### src/logic/mr_consts.svh
/*
    MiSTer glue constants
    OSD status bit positions, field widths and 1080p crop values
*/
`ifndef MR_CONSTS_SVH
`define MR_CONSTS_SVH

// Status word bit positions
`define MR_ST_FX_LO         3
`define MR_ST_DB15          37
`define MR_ST_UART          38
`define MR_ST_FLIP_LO       38
`define MR_ST_CROP_EN       41
`define MR_ST_VCOPT_LO      42
`define MR_ST_SCALE_LO      46
`define MR_ST_HSIZE_EN      48
`define MR_ST_HSIZE_LO      49
`define MR_ST_OFFSET_LO     53

// Field widths
`define MR_STATUS_W         64
`define MR_MENUMASK_W       16
`define MR_HDMI_DIM_W       12
`define MR_FX_W             3
`define MR_VCOPT_W          4
`define MR_SCALE_W          3
`define MR_CROP_OFF_W       5
`define MR_CROP_SIZE_W      12
`define MR_OFFSET_W         4
`define MR_HSIZE_W          4
`define MR_MOUSE_DELTA_W    9
`define MR_USER_PORT_W      7

// Vertical crop for 1080p HDMI
`define MR_CROP_HDMI_W      1920
`define MR_CROP_HDMI_H      1080
`define MR_CROP_LINES       216
`define MR_VCOPT_WRAP       6
`define MR_VCOPT_BIAS       24

`endif
### src/logic/mr_pkg.sv
/*
    MiSTer glue types
    Status word, menu mask, crop settings, mouse packet and user port
*/
`include "mr_consts.svh"

package mr_pkg;

    typedef logic [`MR_STATUS_W-1:0]      status_t;
    // A high bit hides the menu item
    typedef logic [`MR_MENUMASK_W-1:0]    menumask_t;
    typedef logic [`MR_HDMI_DIM_W-1:0]    hdmi_dim_t;

    // Vertical crop controls
    typedef logic [`MR_VCOPT_W-1:0]       vcopt_t;
    typedef logic [`MR_SCALE_W-1:0]       crop_scale_t;
    typedef logic signed [`MR_CROP_OFF_W-1:0] crop_off_t;
    typedef logic [`MR_CROP_SIZE_W-1:0]   crop_size_t;

    // CRT picture position and horizontal scale
    typedef logic [`MR_OFFSET_W-1:0]      offset_t;
    typedef logic [`MR_HSIZE_W-1:0]       hsize_scale_t;

    // HPS mouse packet, toggle flips once per new packet
    typedef struct packed {
        logic       toggle;
        logic [7:0] dy;
        logic [7:0] dx;
        logic [7:0] flags;
    } mouse_pkt_t;

    typedef logic signed [`MR_MOUSE_DELTA_W-1:0] mouse_delta_t;

    typedef logic [`MR_USER_PORT_W-1:0]   user_port_t;

endpackage

### src/logic/mr_glue_top.sv
/*
    MiSTer wrapper glue top level
    Status decode, 1080p crop control, mouse decode and user port
*/
module mr_glue_top (
    input  logic                 clk_sys,
    input  logic                 rst,
    // OSD and video mode
    input  mr_pkg::status_t      status,
    input  logic                 core_mod0,
    input  logic                 direct_video,
    input  logic                 force_scan2x,
    input  logic                 rotate0,
    input  mr_pkg::hdmi_dim_t    hdmi_width,
    input  mr_pkg::hdmi_dim_t    hdmi_height,
    // HPS mouse
    input  mr_pkg::mouse_pkt_t   ps2_mouse,
    // User port
    input  mr_pkg::user_port_t   user_in,
    input  mr_pkg::user_port_t   joy_out,
    input  logic                 core_tx,
    input  logic                 cheat_tx,
    // Decoded settings
    output logic                 crop_en,
    output mr_pkg::vcopt_t       vcopt,
    output mr_pkg::crop_scale_t  crop_scale,
    output mr_pkg::offset_t      hoffset,
    output mr_pkg::offset_t      voffset,
    output logic                 hsize_enable,
    output mr_pkg::hsize_scale_t hsize_scale,
    output logic                 db15_en,
    output logic                 uart_en,
    output logic                 framebuf_flip,
    output mr_pkg::menumask_t    menumask,
    // Crop
    output logic                 crop_ok,
    output mr_pkg::crop_off_t    crop_off,
    output mr_pkg::crop_size_t   crop_size,
    // Mouse event
    output logic                 mouse_st,
    output mr_pkg::mouse_delta_t mouse_dx,
    output mr_pkg::mouse_delta_t mouse_dy,
    output logic [7:0]           mouse_f,
    // User port
    output mr_pkg::user_port_t   user_out,
    output logic                 game_rx
);

    logic fx_off;
    logic uart_tx;

    // Core and cheat UARTs share one line
    assign uart_tx = core_tx & cheat_tx;

    mr_status_decode u_status (
        .clk_sys       ( clk_sys       ),
        .rst           ( rst           ),
        .status        ( status        ),
        .core_mod0     ( core_mod0     ),
        .direct_video  ( direct_video  ),
        .crop_ok       ( crop_ok       ),
        .crop_en       ( crop_en       ),
        .vcopt         ( vcopt         ),
        .crop_scale    ( crop_scale    ),
        .fx_off        ( fx_off        ),
        .hoffset       ( hoffset       ),
        .voffset       ( voffset       ),
        .hsize_enable  ( hsize_enable  ),
        .hsize_scale   ( hsize_scale   ),
        .db15_en       ( db15_en       ),
        .uart_en       ( uart_en       ),
        .framebuf_flip ( framebuf_flip ),
        .menumask      ( menumask      )
    );

    mr_crop_ctrl u_crop (
        .clk_sys       ( clk_sys       ),
        .rst           ( rst           ),
        .hdmi_width    ( hdmi_width    ),
        .hdmi_height   ( hdmi_height   ),
        .fx_off        ( fx_off        ),
        .force_scan2x  ( force_scan2x  ),
        .direct_video  ( direct_video  ),
        .rotate0       ( rotate0       ),
        .crop_en       ( crop_en       ),
        .crop_scale    ( crop_scale    ),
        .vcopt         ( vcopt         ),
        .crop_ok       ( crop_ok       ),
        .crop_off      ( crop_off      ),
        .crop_size     ( crop_size     )
    );

    mr_mouse_decode u_mouse (
        .clk_sys       ( clk_sys       ),
        .rst           ( rst           ),
        .ps2_mouse     ( ps2_mouse     ),
        .mouse_st      ( mouse_st      ),
        .mouse_dx      ( mouse_dx      ),
        .mouse_dy      ( mouse_dy      ),
        .mouse_f       ( mouse_f       )
    );

    mr_user_port u_user (
        .clk_sys       ( clk_sys       ),
        .rst           ( rst           ),
        .user_in       ( user_in       ),
        .joy_out       ( joy_out       ),
        .db15_en       ( db15_en       ),
        .uart_en       ( uart_en       ),
        .uart_tx       ( uart_tx       ),
        .user_out      ( user_out      ),
        .uart_rx       ( game_rx       )
    );

endmodule

### src/logic/mr_user_port.sv
/*
    User port multiplexer
    Shares the 7 pins between the DB15 joystick adapter and a UART
*/
module mr_user_port (
    input  logic               clk_sys,
    input  logic               rst,
    input  mr_pkg::user_port_t user_in,
    input  mr_pkg::user_port_t joy_out,
    input  logic               db15_en,
    input  logic               uart_en,
    input  logic               uart_tx,
    output mr_pkg::user_port_t user_out,
    output logic               uart_rx
);
    import mr_pkg::*;

    user_port_t out_next;
    logic [1:0] rx_sync;

    // Joystick adapter wins, idle pins float high
    always_comb begin
        if (db15_en) begin
            out_next = joy_out;
        end else if (uart_en) begin
            out_next = {6'h3f, uart_tx};
        end else begin
            out_next = '1;
        end
    end

    always_ff @(posedge clk_sys) begin
        if (rst) begin
            user_out <= '1;
            rx_sync  <= 2'b11;
        end else begin
            user_out <= out_next;
            rx_sync  <= {rx_sync[0], user_in[1]};
        end
    end

    assign uart_rx = uart_en ? rx_sync[1] : 1'b1;

endmodule

### src/logic/mr_mouse_decode.sv
/*
    HPS mouse packet decoder
    Turns each flip of the packet toggle into a one-cycle strobe
    with signed deltas and the button flags
*/
module mr_mouse_decode (
    input  logic                 clk_sys,
    input  logic                 rst,
    input  mr_pkg::mouse_pkt_t   ps2_mouse,
    output logic                 mouse_st,
    output mr_pkg::mouse_delta_t mouse_dx,
    output mr_pkg::mouse_delta_t mouse_dy,
    output logic [7:0]           mouse_f
);

    logic toggle_l;
    logic new_pkt;

    assign new_pkt = ps2_mouse.toggle ^ toggle_l;

    always_ff @(posedge clk_sys) begin
        if (rst) begin
            // Track the current toggle so reset release gives no event
            toggle_l <= ps2_mouse.toggle;
            mouse_st <= 1'b0;
        end else begin
            toggle_l <= ps2_mouse.toggle;
            mouse_st <= new_pkt;
        end
    end

    // Sign bits travel in the flags byte
    always_ff @(posedge clk_sys) begin
        if (new_pkt) begin
            mouse_f  <= ps2_mouse.flags;
            mouse_dx <= {ps2_mouse.flags[4], ps2_mouse.dx};
            mouse_dy <= {ps2_mouse.flags[5], ps2_mouse.dy};
        end
    end

endmodule

### src/logic/mr_crop_ctrl.sv
/*
    Vertical crop control for 1080p HDMI
    Decides whether cropping is allowed and sets the crop offset and size
*/
`include "mr_consts.svh"

module mr_crop_ctrl (
    input  logic                clk_sys,
    input  logic                rst,
    input  mr_pkg::hdmi_dim_t   hdmi_width,
    input  mr_pkg::hdmi_dim_t   hdmi_height,
    input  logic                fx_off,
    input  logic                force_scan2x,
    input  logic                direct_video,
    input  logic                rotate0,
    input  logic                crop_en,
    input  mr_pkg::crop_scale_t crop_scale,
    input  mr_pkg::vcopt_t      vcopt,
    output logic                crop_ok,
    output mr_pkg::crop_off_t   crop_off,
    output mr_pkg::crop_size_t  crop_size
);
    import mr_pkg::*;

    logic      full_hd;
    crop_off_t vc_twice;

    assign full_hd  = hdmi_width  == hdmi_dim_t'(`MR_CROP_HDMI_W) &&
                      hdmi_height == hdmi_dim_t'(`MR_CROP_HDMI_H);
    // Two lines per option step
    assign vc_twice = {vcopt, 1'b0};

    always_ff @(posedge clk_sys) begin
        if (rst) begin
            crop_ok   <= 1'b0;
            crop_size <= '0;
        end else begin
            // Any scaler or effect that changes line count rules it out
            crop_ok   <= full_hd && fx_off && !force_scan2x && crop_scale == '0 &&
                         !direct_video && !rotate0;
            crop_size <= (crop_ok && crop_en) ? crop_size_t'(`MR_CROP_LINES) : '0;
        end
    end

    // Upper options wrap round to negative offsets
    always_ff @(posedge clk_sys) begin
        if (vcopt < vcopt_t'(`MR_VCOPT_WRAP)) begin
            crop_off <= vc_twice;
        end else begin
            crop_off <= vc_twice - crop_off_t'(`MR_VCOPT_BIAS);
        end
    end

endmodule

### src/logic/mr_status_decode.sv
/*
    OSD status decoder
    Registers the named settings out of the 64-bit status word
    and builds the menu visibility mask
*/
`include "mr_consts.svh"

module mr_status_decode (
    input  logic                 clk_sys,
    input  logic                 rst,
    input  mr_pkg::status_t      status,
    input  logic                 core_mod0,
    input  logic                 direct_video,
    input  logic                 crop_ok,
    output logic                 crop_en,
    output mr_pkg::vcopt_t       vcopt,
    output mr_pkg::crop_scale_t  crop_scale,
    output logic                 fx_off,
    output mr_pkg::offset_t      hoffset,
    output mr_pkg::offset_t      voffset,
    output logic                 hsize_enable,
    output mr_pkg::hsize_scale_t hsize_scale,
    output logic                 db15_en,
    output logic                 uart_en,
    output logic                 framebuf_flip,
    output mr_pkg::menumask_t    menumask
);
    import mr_pkg::*;

    menumask_t mask_next;

    always_ff @(posedge clk_sys) begin
        if (rst) begin
            crop_en       <= 1'b0;
            vcopt         <= '0;
            crop_scale    <= '0;
            fx_off        <= 1'b0;
            hoffset       <= '0;
            voffset       <= '0;
            hsize_enable  <= 1'b0;
            hsize_scale   <= '0;
            db15_en       <= 1'b0;
            uart_en       <= 1'b0;
            framebuf_flip <= 1'b0;
        end else begin
            crop_en       <= status[`MR_ST_CROP_EN];
            vcopt         <= status[`MR_ST_VCOPT_LO +: `MR_VCOPT_W];
            // Only two scaler bits in the menu
            crop_scale    <= {1'b0, status[`MR_ST_SCALE_LO +: `MR_SCALE_W-1]};
            // No scan-line effect selected
            fx_off        <= status[`MR_ST_FX_LO +: `MR_FX_W] == '0;
            hoffset       <= status[`MR_ST_OFFSET_LO +: `MR_OFFSET_W];
            voffset       <= status[`MR_ST_OFFSET_LO+`MR_OFFSET_W +: `MR_OFFSET_W];
            hsize_enable  <= status[`MR_ST_HSIZE_EN];
            hsize_scale   <= status[`MR_ST_HSIZE_LO +: `MR_HSIZE_W];
            db15_en       <= status[`MR_ST_DB15];
            uart_en       <= status[`MR_ST_UART];
            framebuf_flip <= status[`MR_ST_FLIP_LO +: 2] == 2'd2;
        end
    end

    always_comb begin
        mask_next    = '0;
        // Crop options only shown when the video mode allows it
        mask_next[5] = crop_ok;
        // Rotation and 60 Hz items stay hidden
        mask_next[4] = 1'b1;
        mask_next[3] = 1'b1;
        mask_next[2] = ~hsize_enable;
        // Vertical games get the rotate item
        mask_next[1] = ~core_mod0;
        mask_next[0] = direct_video;
    end

    always_ff @(posedge clk_sys) begin
        if (rst) begin
            menumask <= '0;
        end else begin
            menumask <= mask_next;
        end
    end

endmodule

### config.mk
export PLATFORM = sky130hd
export DESIGN_NAME = mr_glue_top
export DESIGN_NICKNAME = d
export VERILOG_FILES = /design/src/logic/mr_pkg.sv /design/src/logic/mr_glue_top.sv /design/src/logic/mr_user_port.sv /design/src/logic/mr_mouse_decode.sv /design/src/logic/mr_crop_ctrl.sv /design/src/logic/mr_status_decode.sv
export VERILOG_INCLUDE_DIRS = /design/src /design/src/logic
export SDC_FILE = /design/constraint.sdc
export NUM_CORES = 1
export LEC_CHECK = 0
export BUFFER_PORTS_ARGS = -buffer_cell sky130_fd_sc_hd__clkbuf_2
export CORE_AREA = 2 2 89 91
export CTS_CLUSTER_DIAMETER = 40
export DETAILED_ROUTE_END_ITERATION = 16
export DIE_AREA = 0 0 91 93
export GPL_TIMING_DRIVEN = 0
export PLACE_DENSITY = 0.7
export SYNTH_ARGS = -nofsm -noshare
export SYNTH_HDL_FRONTEND = slang
export SYNTH_SLANG_ARGS = --single-unit
### constraint.sdc
create_clock -name clk_sys -period 2.9 [get_ports clk_sys]
set_clock_uncertainty 0.15 [all_clocks]
set_input_delay 0.58 -clock clk_sys [delete_from_list [all_inputs] [get_ports clk_sys]]
set_output_delay 0.58 -clock clk_sys [all_outputs]
set_load 0.01 [all_outputs]
==> reports/metrics.csv <==
stage;metric;value;unit
routing;First DRT Iteration DRCs;29;
routing;# DRC;0;
global_route;met1 GRT Util;13.3;%
clock_network;number of buffers inserted by hold repair at cts;0;
routing;post-route ant nets;0;
floorplan;Initial Util;30.0;%
global_route;largest net degree at the start of global routing;21;
clock_network;clk root buf;clkbuf_8;
global_route;grt met3 use;5.96;%
sta;Final Max Tran Viols;0;
place;port bufs;163;
yosys;YS warnings;0;
setup_path;peak fanout along the critical path;2;
yosys;ranking of synthesized cells by area;dfxtp_1 41%, edfxtp_1 32%, buf_4 8.6%, nor2b_1 6.4%, nand2b_1 2.2%;
setup_path;WP data required;2.17;ns
clock_network;clock buffer depth;2;
yosys;Synth Flop Type;dfxtp_1;
min_path;Hold Path Class;reg2reg;
yosys;Synth Area in Simple Gates;15.8;%
final_layout;net count reported at finish;492;
clock_network;clock slew at reported path FFs;0.07;ns
final_layout;layout cell share with drive strength beyond 1;58.4;%
clock_network;TritonCTS clock tree;yes;
final_layout;Final Core Density;46.1;%
yosys;Synth async-reset ratio;0;%
sta;Hold Violations, Final;0;
floorplan;Core Footprint;7530;sq um
min_path;Hold Startpoint;u_status.vcopt[0];
power;Power Density;580;nW/um^2
yosys;Mapped Area;2260;sq um
yosys;combinational family with the most area after synthesis;simple AND/OR/NAND/NOR gates;
setup_path;Worst setup EP type;output pin;
clock_network;H-Tree Depth;3;
yosys;top-area cell type share of the netlist area;40.8;%
setup_path;CP Class;reg2out;
setup_path;Arr. time, crit path;0.99;ns
global_route;initial antenna violation count;0;
yosys;Synth Instances;162;
yosys;flops & latches, synth;70;
routing;drt first pass iters;4;
routing;final WL;5390;um
yosys;top-count cell post-synth;dfxtp_1;
floorplan;full die area;8460;sq um
place;Place WS;1.16;ns
sta;setup TNS;0;ns
clock_network;post-cts sizing count;0;
setup_path;Critical Path Start;u_mouse.mouse_f[4];
global_route;first-pass GRT wire length;8110;um
yosys;Avg Cell Area, Syn;13.9;sq um
power;Peak VDD IR;0.213;mV
yosys;most frequent cells after synthesis;46 x dfxtp_1, 26 x buf_4, 24 x edfxtp_1;
sta;final worst slack;1.18;ns
power;leakage power;1.74;nW
global_route;busiest metal layer after global routing;met2;
sta;relative slew slack;66.3;%
sta;Slew @ Worst Pin;0.506;ns
floorplan;height of the die;93;um
place;Area after DPL;3300;sq um
clock_network;Post-CTS Setup Inserts;0;
yosys;sequential fraction of the synthesis area;72.6;%
sta;period utilization;59.2;%
power;post-layout power;2.01;mW
yosys;post-synthesis mux area share;0;%
floorplan;I/O pin cnt;228;
clock_network;total CTS buffers;9;
run_status;status;finished, final reports clean;
global_route;grt total ovfl;0;
setup_path;Startpoint Class;register;
final_layout;Layout area overhead;53.4;%
global_route;met2 GRT Util;22.2;%
place;DP Wirelength;4520;um
yosys;compound-cell area share of the yosys netlist;0.554;%
yosys;adder-cell area share of the yosys netlist;0.554;%
routing;routed length per instance;11.6;um
final_layout;number of diodes;0;
floorplan;row count;32;
sta;FMAX;582;MHz
global_route;GRT Overall Usage;12.9;%
place;GPL Wtd Cong;0.693;
final_layout;fin area;3470;sq um
yosys;Synth Area in XOR/XNOR;0.775;%
flow_run;max_cap viols;0;
yosys;cell taking the most area after synthesis;dfxtp_1;
sta;Final Critical Period;1.72;ns
setup_path;R2R setup slack;1.51;ns
clock_network;clock network latency to the later pin of the worst-skew pair;0.34;ns
setup_path;origin of the critical flop-to-flop path;u_mouse.toggle_l;
yosys;Post-synth EDFFs;24;
clock_network;clock sinks;70;
global_route;number of global-route vias before repair;1677;
floorplan;chip width;91;um
final_layout;Fillers;733;
sta;RSZ-0062 raised after global routing;false;
routing;vias per cell;3.89;
sta;Final setup violation count;0;
yosys;synth unique cells;28;
routing;vias;1803;
==> power by group <==
group	switching, mW	leakage (nW)	total (mW)	internal (mW)
clock network	0.366	0.0879	0.682	0.316
logic	0.111	1.04	0.233	0.123
registers	0.0193	0.616	1.10	1.08
total	0.496	1.74	2.01	1.52
==> cells in the final DEF (no fill, tap or decap), drive strengths merged <==
cell type,synthesis,routed
a21o,1,1
a21oi,1,1
and2,2,2
and2b,2,2
and4b,1,1
buf,27,28
clkbuf,2,175
clkinv,0,1
clkinvlp,0,1
conb,1,20
dfxtp,46,46
edfxtp,24,24
ha,1,1
inv,2,6
nand2,2,2
nand2b,8,8
nand3b,1,1
nand4,2,2
nor2,3,3
nor2b,23,23
nor3,1,1
nor3b,1,1
nor4,5,5
nor4b,1,1
nor4bb,1,1
or2,2,2
xnor2,1,1
xor2,1,1
==> cell families (layout without fill, tap and decap cells) <==
logic type / Yosys count / in the layout
adders and majority gates: 1 / 1
other: 1 / 20
AOI/OAI and AO/OA: 2 / 2
buffers and inverters: 31 / 211
and+or+nand+nor: 55 / 55
DFF: 70 / 70
xor gates and xnor gates: 2 / 2
==> sequential cells by signal (all words and copies together), names as in the netlist, 5 cells and up <==
| register | flops |
|---|---|
| u_user.user_out | 7 |
| u_mouse.mouse_dy | 8 |
| u_mouse.mouse_f | 8 |
| u_status.menumask | 5 |
| u_mouse.mouse_dx | 8 |
==> per-layer routing <==
metal | part of all wire [%] | vias to the layer above
li1 | - | 877
met1 | 38 | 794
met2 | 50 | 125
met3 | 11 | 7
met4 | 1.4 | 0
met5 | 0 | -
==> layout make-up <==
type	count	area, sq um	share of cell area (%)
plain buffers	29	208	5.99
clock buffers	10	128	3.68
clock inverters	6	42.5	1.23
inverters	2	7.51	0.217
multi-input cells	80	482	13.9
flip-flops and latches	70	1640	47.3
well taps	102	128	3.68
repair buffers	164	831	24.0
==> final timing paths <==
| path | to | cells after the start |
|---|---|---|
| hold / removal | u_crop.crop_off[1] | 0 |
| setup / recovery | mouse_f[4] | 2 |
| setup reg to reg | u_mouse.mouse_dx[4] | 2 |
| hold reg to reg | u_crop.crop_off[1] | 0 |
==> critical path, cell delays in order (launching register included) <==
cell and delay [ns]:
edfxtp_1 0.40, buf_4 0.14, clkbuf_2 0.11
==> stage by stage <==
stage                     instances  hold WS [ns]
after global routing            463         0.212
after detailed placement        447         0.197
after global placement          446         0.205
after floorplan                 181         0.232
after CTS                       463         0.204
final                           463         0.212
No activity file was read; power rests on OpenSTA's default activity.
